## config.mk

```make
export PLATFORM = sky130hd
export DESIGN_NAME = network_cent_ctrl
export DESIGN_NICKNAME = d
export VERILOG_FILES = /design/src/hdl/net_ctrl_pkg.sv /design/src/hdl/net_cfg_pkg.sv /design/src/hdl/network_cent_ctrl.sv /design/src/hdl/transfer_sequencer.sv /design/src/hdl/tcp_session_fsm.sv /design/src/hdl/hold_qualifier.sv
export SDC_FILE = /design/constraint.sdc
export NUM_CORES = 1
export LEC_CHECK = 0
export BUFFER_PORTS_ARGS = -buffer_cell sky130_fd_sc_hd__buf_4
export CORE_ASPECT_RATIO = 0.75
export CORE_MARGIN = 5
export CORE_UTILIZATION = 60
export CTS_BUF_LIST = sky130_fd_sc_hd__clkbuf_16
export CTS_CLUSTER_DIAMETER = 30
export DETAILED_ROUTE_END_ITERATION = 10
export HOLD_SLACK_MARGIN = 0.06
export PLACE_DENSITY = 0.78
export SLEW_MARGIN = 20
export SYNTH_ARGS = -nofsm -noshare
export SYNTH_HDL_FRONTEND = slang
export SYNTH_SLANG_ARGS = --single-unit
export TNS_END_PERCENT = 1
```

## constraint.sdc

```tcl
create_clock -name clk_PP -period 3.35 [get_ports clk_PP]
set_input_delay 0.335 -clock clk_PP [delete_from_list [all_inputs] [get_ports clk_PP]]
set_output_delay 0.335 -clock clk_PP [all_outputs]
set_load 0.1 [all_outputs]
```

## src/hdl/net_ctrl_pkg.sv

```systemverilog
/*
 * controller state encodings for the TCP session and the transfer sequencer
 */
package net_ctrl_pkg;

    // ----------------------------------------
    // TCP session, initiating side
    // ----------------------------------------

    typedef enum logic [2:0] {
        // waiting for a qualified link
        tcp_disconnect = 3'd0,
        // our opening segment out, waiting for the peer reply
        tcp_handshake0 = 3'd1,
        // reply seen, closing segment to send
        tcp_handshake1 = 3'd2,
        // session open, data both ways
        tcp_transfer   = 3'd3,
        // peer data needs an ack from us
        tcp_ack_send   = 3'd4
    } tcp_state_t;

    // ----------------------------------------
    // per-exchange transfer sequencer
    // ----------------------------------------

    // gray-ish coding along the main send/reply path
    typedef enum logic [2:0] {
        xfer_idle         = 3'b000,
        xfer_send         = 3'b001,
        xfer_wait_tx      = 3'b011,
        xfer_wait_rx      = 3'b010,
        // sniffer busy, deciding what the reply was
        xfer_check_reply  = 3'b111,
        // our data sent, waiting for its ack
        xfer_wait_ack     = 3'b100,
        // let the sniffer finish the frame
        xfer_wait_rx_last = 3'b101
    } xfer_state_t;

endpackage

```

## src/hdl/net_cfg_pkg.sv

```systemverilog
/*
 * controller configuration: counter width and default settle and timeout counts
 */
package net_cfg_pkg;

    // ----------------------------------------
    // widths
    // ----------------------------------------

    // settle and reply-timeout counters share one width
    localparam int count_width = 28;

    // ----------------------------------------
    // default cycle counts
    // ----------------------------------------

    // PHY must report link up this long, 26 bits of ones
    localparam logic [count_width-1:0] link_settle_default = 28'h3ff_ffff;

    // host message-stored level hold time
    localparam logic [count_width-1:0] msg_settle_default = 28'd1000;

    // reply wait before retransmit, 2^27 - 1
    localparam logic [count_width-1:0] reply_timeout_default = 28'h7ff_ffff;

endpackage
```

## src/hdl/network_cent_ctrl.sv

```systemverilog
/*
 * network central controller: link and message qualifiers, TCP session FSM
 * and transfer sequencer of a point-to-point TCP-over-GMII link
 */
module network_cent_ctrl #(
    parameter logic [net_cfg_pkg::count_width-1:0] link_settle   =
        net_cfg_pkg::link_settle_default,
    parameter logic [net_cfg_pkg::count_width-1:0] msg_settle    =
        net_cfg_pkg::msg_settle_default,
    parameter logic [net_cfg_pkg::count_width-1:0] reply_timeout =
        net_cfg_pkg::reply_timeout_default
) (
    input  logic                     clk_PP,
    input  logic                     reset,
    // PHY and host levels
    input  logic                     link_status,
    input  logic                     msg_stored,
    // frame generator status
    input  logic                     tx_busy,
    input  logic                     tx_pending,
    input  logic                     ack_confirmed,
    // frame sniffer status
    input  logic                     rx_busy,
    input  logic                     received_valid,
    input  logic                     is_handshake,
    input  logic                     need_ack,
    output net_ctrl_pkg::tcp_state_t tcp_state,
    output logic                     msg_ready,
    output logic                     transfer_en,
    output logic                     block_tx,
    output logic                     block_rx
);

    // stable link from the PHY
    logic link_up;
    // segment handed off by the generator
    logic tx_sent;

    // ----------------------------------------
    // input qualifiers
    // ----------------------------------------

    hold_qualifier #(
        .width       (net_cfg_pkg::count_width),
        .hold_cycles (link_settle)
    ) i_link_qual (
        .clk_PP    (clk_PP),
        .reset     (reset),
        .level     (link_status),
        .qualified (link_up)
    );

    hold_qualifier #(
        .width       (net_cfg_pkg::count_width),
        .hold_cycles (msg_settle)
    ) i_msg_qual (
        .clk_PP    (clk_PP),
        .reset     (reset),
        .level     (msg_stored),
        .qualified (msg_ready)
    );

    // ----------------------------------------
    // session and sequencer
    // ----------------------------------------

    tcp_session_fsm i_session (
        .clk_PP         (clk_PP),
        .reset          (reset),
        .link_up        (link_up),
        .received_valid (received_valid),
        .is_handshake   (is_handshake),
        .need_ack       (need_ack),
        .tx_sent        (tx_sent),
        .tcp_state      (tcp_state)
    );

    transfer_sequencer #(
        .reply_timeout (reply_timeout)
    ) i_sequencer (
        .clk_PP         (clk_PP),
        .reset          (reset),
        .tcp_state      (tcp_state),
        .tx_busy        (tx_busy),
        .tx_pending     (tx_pending),
        .rx_busy        (rx_busy),
        .received_valid (received_valid),
        .is_handshake   (is_handshake),
        .need_ack       (need_ack),
        .ack_confirmed  (ack_confirmed),
        .transfer_en    (transfer_en),
        .block_tx       (block_tx),
        .block_rx       (block_rx),
        .tx_sent        (tx_sent)
    );

endmodule

```

## src/hdl/transfer_sequencer.sv

```systemverilog
/*
 * transfer sequencer: paces one exchange, blocks the TX or RX path and
 * retransmits when the reply does not come within reply_timeout cycles
 */
module transfer_sequencer #(
    parameter logic [net_cfg_pkg::count_width-1:0] reply_timeout = '1
) (
    input  logic                     clk_PP,
    input  logic                     reset,
    input  net_ctrl_pkg::tcp_state_t tcp_state,
    input  logic                     tx_busy,
    input  logic                     tx_pending,
    input  logic                     rx_busy,
    input  logic                     received_valid,
    input  logic                     is_handshake,
    input  logic                     need_ack,
    input  logic                     ack_confirmed,
    output logic                     transfer_en,
    output logic                     block_tx,
    output logic                     block_rx,
    output logic                     tx_sent
);

    net_ctrl_pkg::xfer_state_t state;
    net_ctrl_pkg::xfer_state_t state_next;

    // reply wait counter, only runs in wait-rx
    logic [net_cfg_pkg::count_width-1:0] lost_cnt;
    logic                                reply_lost;

    // session wants to send data of ours
    logic data_to_send;

    assign data_to_send = (tcp_state == net_ctrl_pkg::tcp_transfer) && tx_pending;
    assign reply_lost   = (lost_cnt >= reply_timeout);

    // ----------------------------------------
    // state register
    // ----------------------------------------

    always_ff @(posedge clk_PP or posedge reset) begin
        if (reset) begin
            state <= net_ctrl_pkg::xfer_idle;
        end else begin
            state <= state_next;
        end
    end

    // ----------------------------------------
    // next state
    // ----------------------------------------

    always_comb begin
        state_next = state;
        if (tcp_state == net_ctrl_pkg::tcp_disconnect) begin
            // no session, nothing to sequence
            state_next = net_ctrl_pkg::xfer_idle;
        end else begin
            case (state)
                net_ctrl_pkg::xfer_idle: begin
                    if (!tx_busy) begin
                        case (tcp_state)
                            net_ctrl_pkg::tcp_handshake0,
                            net_ctrl_pkg::tcp_handshake1,
                            net_ctrl_pkg::tcp_ack_send: begin
                                state_next = net_ctrl_pkg::xfer_send;
                            end
                            net_ctrl_pkg::tcp_transfer: begin
                                if (tx_pending) begin
                                    state_next = net_ctrl_pkg::xfer_send;
                                end
                            end
                            default: begin
                                state_next = state;
                            end
                        endcase
                    end
                end
                net_ctrl_pkg::xfer_send: begin
                    // data went away before the generator started
                    if ((tcp_state == net_ctrl_pkg::tcp_transfer) && !data_to_send) begin
                        state_next = net_ctrl_pkg::xfer_idle;
                    end else if (tx_busy) begin
                        state_next = net_ctrl_pkg::xfer_wait_tx;
                    end
                end
                net_ctrl_pkg::xfer_wait_tx: begin
                    if (!tx_busy) begin
                        case (tcp_state)
                            // these segments expect a reply
                            net_ctrl_pkg::tcp_handshake0,
                            net_ctrl_pkg::tcp_transfer: begin
                                state_next = net_ctrl_pkg::xfer_wait_rx;
                            end
                            default: begin
                                state_next = net_ctrl_pkg::xfer_idle;
                            end
                        endcase
                    end
                end
                net_ctrl_pkg::xfer_wait_rx: begin
                    if (rx_busy) begin
                        state_next = net_ctrl_pkg::xfer_check_reply;
                    end else if (reply_lost) begin
                        // retransmit the same segment
                        state_next = net_ctrl_pkg::xfer_send;
                    end
                end
                net_ctrl_pkg::xfer_check_reply: begin
                    if (received_valid) begin
                        if (is_handshake || need_ack || !tx_pending) begin
                            state_next = net_ctrl_pkg::xfer_wait_rx_last;
                        end else begin
                            state_next = net_ctrl_pkg::xfer_wait_ack;
                        end
                    end else if (!rx_busy) begin
                        // frame dropped by the sniffer
                        state_next = net_ctrl_pkg::xfer_idle;
                    end
                end
                net_ctrl_pkg::xfer_wait_ack: begin
                    if (ack_confirmed) begin
                        state_next = net_ctrl_pkg::xfer_wait_rx_last;
                    end
                end
                net_ctrl_pkg::xfer_wait_rx_last: begin
                    if (!rx_busy) begin
                        state_next = net_ctrl_pkg::xfer_idle;
                    end
                end
                default: begin
                    state_next = net_ctrl_pkg::xfer_idle;
                end
            endcase
        end
    end

    // ----------------------------------------
    // reply timeout
    // ----------------------------------------

    always_ff @(posedge clk_PP or posedge reset) begin
        if (reset) begin
            lost_cnt <= '0;
        end else if (state != net_ctrl_pkg::xfer_wait_rx) begin
            lost_cnt <= '0;
        end else if (!reply_lost) begin
            lost_cnt <= lost_cnt + 1'b1;
        end
    end

    // ----------------------------------------
    // outputs
    // ----------------------------------------

    // one cycle behind the send state
    always_ff @(posedge clk_PP or posedge reset) begin
        if (reset) begin
            transfer_en <= 1'b0;
        end else begin
            transfer_en <= (state == net_ctrl_pkg::xfer_send);
        end
    end

    // generator done with our segment, leaves wait-tx next edge
    assign tx_sent = (state == net_ctrl_pkg::xfer_wait_tx) && !tx_busy;

    // path blocking, plain state decode
    assign block_tx = (state == net_ctrl_pkg::xfer_idle)
                   || (state == net_ctrl_pkg::xfer_wait_rx)
                   || (state == net_ctrl_pkg::xfer_wait_rx_last);
    assign block_rx = (state == net_ctrl_pkg::xfer_send)
                   || (state == net_ctrl_pkg::xfer_wait_tx);

endmodule

```

## src/hdl/tcp_session_fsm.sv

```systemverilog
/*
 * TCP session FSM, initiating side: handshake, transfer and ack send
 */
module tcp_session_fsm (
    input  logic                    clk_PP,
    input  logic                    reset,
    input  logic                    link_up,
    input  logic                    received_valid,
    input  logic                    is_handshake,
    input  logic                    need_ack,
    input  logic                    tx_sent,
    output net_ctrl_pkg::tcp_state_t tcp_state
);

    net_ctrl_pkg::tcp_state_t state_next;

    // received frame classes
    logic rx_handshake;
    logic rx_data_ack;

    assign rx_handshake = received_valid && is_handshake;
    assign rx_data_ack  = received_valid && !is_handshake && need_ack;

    // ----------------------------------------
    // state register
    // ----------------------------------------

    always_ff @(posedge clk_PP or posedge reset) begin
        if (reset) begin
            tcp_state <= net_ctrl_pkg::tcp_disconnect;
        end else begin
            tcp_state <= state_next;
        end
    end

    // ----------------------------------------
    // next state
    // ----------------------------------------

    always_comb begin
        state_next = tcp_state;
        case (tcp_state)
            net_ctrl_pkg::tcp_disconnect: begin
                // we open the session as soon as the PHY is stable
                if (link_up) begin
                    state_next = net_ctrl_pkg::tcp_handshake0;
                end
            end
            net_ctrl_pkg::tcp_handshake0: begin
                // peer answered our opening segment
                if (rx_handshake) begin
                    state_next = net_ctrl_pkg::tcp_handshake1;
                end
            end
            net_ctrl_pkg::tcp_handshake1: begin
                // closing segment went out
                if (tx_sent) begin
                    state_next = net_ctrl_pkg::tcp_transfer;
                end
            end
            net_ctrl_pkg::tcp_transfer: begin
                // peer repeats its handshake, so ours got lost
                if (rx_handshake) begin
                    state_next = net_ctrl_pkg::tcp_handshake1;
                end else if (rx_data_ack) begin
                    state_next = net_ctrl_pkg::tcp_ack_send;
                end
            end
            net_ctrl_pkg::tcp_ack_send: begin
                if (tx_sent) begin
                    state_next = net_ctrl_pkg::tcp_transfer;
                end
            end
            default: begin
                // unused codes fall back to a clean start
                state_next = net_ctrl_pkg::tcp_disconnect;
            end
        endcase
    end

endmodule

```

## src/hdl/hold_qualifier.sv

```systemverilog
/*
 * hold qualifier: output goes high once the input level has held for
 * hold_cycles consecutive cycles, and drops with the input
 */
module hold_qualifier #(
    parameter int               width       = 28,
    parameter logic [width-1:0] hold_cycles = '1
) (
    input  logic clk_PP,
    input  logic reset,
    input  logic level,
    output logic qualified
);

    // cycles the input has been high, saturating
    logic [width-1:0] hold_cnt;

    // ----------------------------------------
    // hold counter
    // ----------------------------------------

    always_ff @(posedge clk_PP or posedge reset) begin
        if (reset) begin
            hold_cnt <= '0;
        end else if (!level) begin
            // any low cycle restarts the count
            hold_cnt <= '0;
        end else if (hold_cnt < hold_cycles) begin
            hold_cnt <= hold_cnt + 1'b1;
        end
    end

    // ----------------------------------------
    // qualified output
    // ----------------------------------------

    // level term lets the output drop one edge after the input does
    always_ff @(posedge clk_PP or posedge reset) begin
        if (reset) begin
            qualified <= 1'b0;
        end else begin
            qualified <= level && (hold_cnt == hold_cycles);
        end
    end

endmodule

```

; Yosys cells after proc, flatten, opt, wreduce, memory -nomap -nowiden
; Cells that the tools add are included.
[word_totals]
register_bits = 93
input_bits = 11
[classes]
eq_ne = 27
mux = 27
addsub = 3
order_cmp = 3
reduce_logical = 24
[ops]
columns = operator, count
row1 = $mux 28, 6
row2 = $add 28x1->28 const B, 3
row3 = $mux 3, 16
row4 = $eq 28x10->1 const B, 1
row5 = $eq 28x26->1 const B, 1
row6 = $ge 28x27->1 const B, 1
row7 = $lt 28x10->1 const B, 1
row8 = $lt 28x26->1 const B, 1
row9 = $pmux 3 s7, 1
row10 = $eq 3x2->1 const B, 4
row11 = $eq 3x3->1 const B, 4
row12 = $ne 3x2->1 const B, 4
row13 = $ne 4x2->1 const B, 3
row14 = $pmux 3 s4, 1
row15 = $logic_and 1x1->1, 8
row16 = $reduce_and 7->1, 1
row17 = $eq 3x1->1 const B, 2
row18 = $logic_not 3->1, 2
row19 = $ne 2x1->1 const B, 3
row20 = $ne 2x2->1 const B, 3
row21 = $pmux 3 s2, 1
row22 = $logic_or 1x1->1, 5
row23 = $logic_not 1->1, 4
row24 = $ne 4x4->1 const B, 1
row25 = 6 further kinds, 7

; Depth between registers and ports, before layout
[logic_depth]
word_depth = 7
mapped_depth = 8

; By module
; From an unflattened synthesis, not the netlist that was laid out.
[hier_totals]
cells_unflattened = 515
hier_area_um2 = 5007.3
[by_module_without_submodules]
columns = module, seq_area_each_um2, cells_each, area_per_inst_um2, instances
row1 = transfer_sequencer, 800.8, 220, 1958.1, 1
row2 = hold_qualifier at i_link_qual, 725.7, 159, 1547.7, 1
row3 = hold_qualifier at i_msg_qual, 725.7, 117, 1325.0, 1
row4 = tcp_session_fsm, 75.1, 19, 176.4, 1

; Worst setup path after synthesis
; No wires, ideal clock.
[synth_path]
path_type = reg-to-output
from = register i_sequencer.state[0]
to = output port block_tx
slack_ns = 0.260
arrival_time_ns = 2.755
path_stages_with_launch = 3
cell_sequence = dfrtp_1 clkbuf_1 o21ai_0
[synth_between]
elab_chain_cells = 3
elab_cells_between_ends = 5
[synth_lines]
columns = element, line
row1 = start: declaration, transfer_sequencer.sv:24  ; net_ctrl_pkg::xfer_state_t state;
row2 = start signal: assignment, transfer_sequencer.sv:43  ; state <= net_ctrl_pkg::xfer_idle;
row3 = start signal: assignment, transfer_sequencer.sv:45  ; state <= state_next;
row4 = $eq 3x2->1 or $logic_not 3->1 (tied branches), "transfer_sequencer.sv:170, transfer_sequencer.sv:169"
row5 = $logic_or 1x1->1, transfer_sequencer.sv:170  ; || (state == net_ctrl_pkg::xfer_wait_rx)
row6 = $logic_or 1x1->1 *, transfer_sequencer.sv:171  ; || (state == net_ctrl_pkg::xfer_wait_rx_last);
row7 = end: declaration, network_cent_ctrl.sv:30  ; output logic block_tx,
; Every way passes the cells marked *; elsewhere a longest branch is shown, timed or not.

; Worst setup path in the final report
[layout_path]
from = register i_sequencer.state[0]
to = register i_sequencer.state[0]
[layout_between]
elab_chain_cells = 4
elab_cells_between_ends = 19
[layout_lines]
columns = element, line
row1 = $mux 3 (2 in series), -
row2 = $pmux 3 s7, transfer_sequencer.sv:59  ; case (state)
row3 = $mux 3, transfer_sequencer.sv:55  ; if (tcp_state == net_ctrl_pkg::tcp_disconnect) begin
; Parallel ways exist; a longest one is shown, timed or not.
; A chain may end at the register's enable or synchronous reset.

==> results.txt <==
Outcome = finished clean
Final Max Slew Viols = 0
Clock Skew = 7.66 ps
Global-route wire length before repair = 18500 microns
Static Leak = 2.18 nW
RSZ-0062 raised after global routing = false
Synth top area share = 46.6%
Crit path launch type = flop
Cell count after synthesis = 532
Syn Area/Cell = 9.38 sq um
Die area = 10300 sq um
Achievable clock frequency = 0.404 GHz
Mapped cell area = 4990 sq um
Mapped Nets = 547
Fill count = 630
Post-synth top flop = dfrtp_1
Pin count of the biggest net entering global routing = 50
P&R area growth vs syn = 8.90%
Synth warn = 0
Post-DP HPWL = 6920 microns
Cts bufs inserted = 9
Register area share after synthesis = 46.6%
Die W = 115 microns
Iteration-0 DRC Markers = 403
Sink Count = 93
Worst rel slew slack = 42.9%
Antenna cell count = 0
Setup violators final = 0
Post-cts sizing count = 0
Routed via count = 4080
Die Height = 89.0 microns
Tmin final = 2470 ps
GR Util All Layers = 22.1%
Post-synth EDFFs = 0
Crit path max fanout = 28
Setup CP Type = reg2reg
DR pass1 iterations = 4
Crit. End Element = flop
GRT overflow = 0
HP Class = in2async
Total Power = 2.86 mW
Endpoints failing hold = 0
Leading area contributor after synthesis = dfrtp_1
DRC viols = 0
RePlAce Congestion = 0.881
WP data required = 3580 ps
CTS clk-pin slew, worst paths = 70 ps
Row cnt = 28
Layout cell share with drive strength beyond 1 = 10.0%
Dpl cells = 631
Sum of negative setup slack = 0 ps
Worst VDD drop = 0.901 mV
Clock Tree Root = clkbuf_16
Arr. time, crit path = 2700 ps
Top post-synthesis cells by area = dfrtp_1 (47%), a21oi_1 (4.1%), o31ai_1 (3.8%)
Min Hold Slack = 149 ps
Cts hold-fix bufs = 0
Period utilization = 73.8%
Layout Cells excl Fill = 645
Initial antenna violation count = 0
CTS tree = built
Pwr Density = 527 nW/um^2
Routed WL per cell = 16.0 microns
Vias in the first global route = 4053
Routed wire length = 10300 microns
Clock buffer depth = 2
Antenna-violating nets left = 0
Post-layout net count = 552
Setup Buffers After CTS = 0
I/O pin cnt = 18
CTS H-tree lvls = 3
Worst-Skew Late Latency = 340 ps
Worst Max-Slew Pin Slew = 856 ps
Share of synthesized registers carrying an async set or reset = 100%
Core Area = 7990 sq um
Via-to-Cell Ratio = 6.33
Max_cap viols = 0
Initial core utilization = 62.5%
Netlist cell types = 60
IO buf count = 17
Seq cells post-synth = 93
## sequential cells by signal (all words and copies together) (netlist names)
register and cells:
i_session.tcp_state 3, i_msg_qual.hold_cnt 28, i_sequencer.state 3, i_link_qual.qualified 1, i_sequencer.transfer_en 1, i_link_qual.hold_cnt 28, i_sequencer.lost_cnt 28, i_msg_qual.qualified 1
## through the flow
stage	worst slack, ps	utilization, %	area [sq um]
3_5_place_dp	912	64.8	5180
3_3_place_gp	979	64.8	5180
2_1_floorplan	260	-	4990
6_report	876	68.0	5440
5_1_grt	713	68.0	5440
4_1_cts	892	68.0	5440
## layout by cell type (no fill, tap or decap), types with 14 or more instances in the layout
cell type  count
o21ai_0       14
nand2_1       43
and2_1        28
nor3_1        15
nor2_1        26
inv_1         15
nand4_1       17
nand3_1       29
o31ai_1       25
buf_4         22
dfrtp_1       93
or4_1         25
a21oi_1       41
## where the power goes
| group | switching, mW | internal [mW] | total, mW |
|---|---|---|---|
| clock | 0.416 | 0.490 | 0.906 |
| sequential | 0.107 | 1.17 | 1.27 |
| combinational | 0.477 | 0.206 | 0.683 |
| total | 1.00 | 1.86 | 2.86 |
## critical path, cell delays in order (launching register included)
cell     delay, ps
dfrtp_1        560
or3b_2         790
or4_1          530
a21oi_1        190
nor3_1          90
o22a_1         200
## metal layers
layer | wire length, microns | track usage [%]
met1 | 4980 | 29.5
met2 | 4790 | 37.3
met3 | 478 | 4.53
met4 | 82 | 5.65
met5 | 0 | 0
## Yosys cell counts, types with 3 or more instances
cell type	number
a21oi_1	41
nor3_1	15
clkbuf_1	23
nor2b_1	6
nand4b_1	4
or4_1	25
nor4b_1	5
nand3b_1	3
xnor2_1	12
o31ai_1	25
nor2_1	26
nand4_1	17
buf_2	3
inv_1	16
nand2_1	43
nand2b_1	4
a21boi_0	3
mux2i_1	6
dfrtp_1	93
nand3_1	29
and4_1	6
ha_1	4
and3_1	8
o21ai_0	14
o21a_1	3
buf_6	3
or2_2	3
or3_1	8
xor2_1	4
and2_1	28
a211oi_1	7
nor4_1	11
## logic make-up (layout without fill, tap and decap cells)
kind of cell | after synthesis | in the layout | synth area share, %
DFF | 93 | 93 | 46.6
and+or+nand+nor | 254 | 254 | 29.7
buffers and inverters | 45 | 53 | 3.91
adders and majority gates | 4 | 4 | 1.00
xor gates and xnor gates | 16 | 16 | 2.81
AOI/OAI and AO/OA | 113 | 113 | 14.5
muxes | 7 | 7 | 1.43
## worst paths after layout
| check | from | end | slack [ps] | cells after the start |
|---|---|---|---|---|
| min in group clk_PP | link_status | i_link_qual.hold_cnt[18]$_DFFE_PP0P_ | 290 | 2 |
| max in group asynchronous | reset | i_msg_qual.hold_cnt[0]$_DFFE_PP0P_ | 2490 | 3 |
| min reg2reg | i_msg_qual.hold_cnt[14]$_DFFE_PP0P_ | i_msg_qual.hold_cnt[14]$_DFFE_PP0P_ | 490 | 1 |
| min | reset | i_link_qual.hold_cnt[18]$_DFFE_PP0P_ | 150 | 2 |
| max reg2reg | i_sequencer.state[0]$_DFFE_PP0P_ | i_sequencer.state[0]$_DFFE_PP0P_ | 880 | 5 |
| max | i_sequencer.state[0]$_DFFE_PP0P_ | i_sequencer.state[0]$_DFFE_PP0P_ | 880 | 5 |
## cell type report
cell class,instances,area (sq um),share of cell area [%]
inverters,16,61.3,1.13
clock inverters,5,30.0,0.552
multi-input cells,394,2470,45.5
well taps,105,131,2.42
flip-flops and latches,93,2330,42.8
clock buffers,9,225,4.14
repair buffers,23,185,3.41
(Power assumes the default switching activity.)
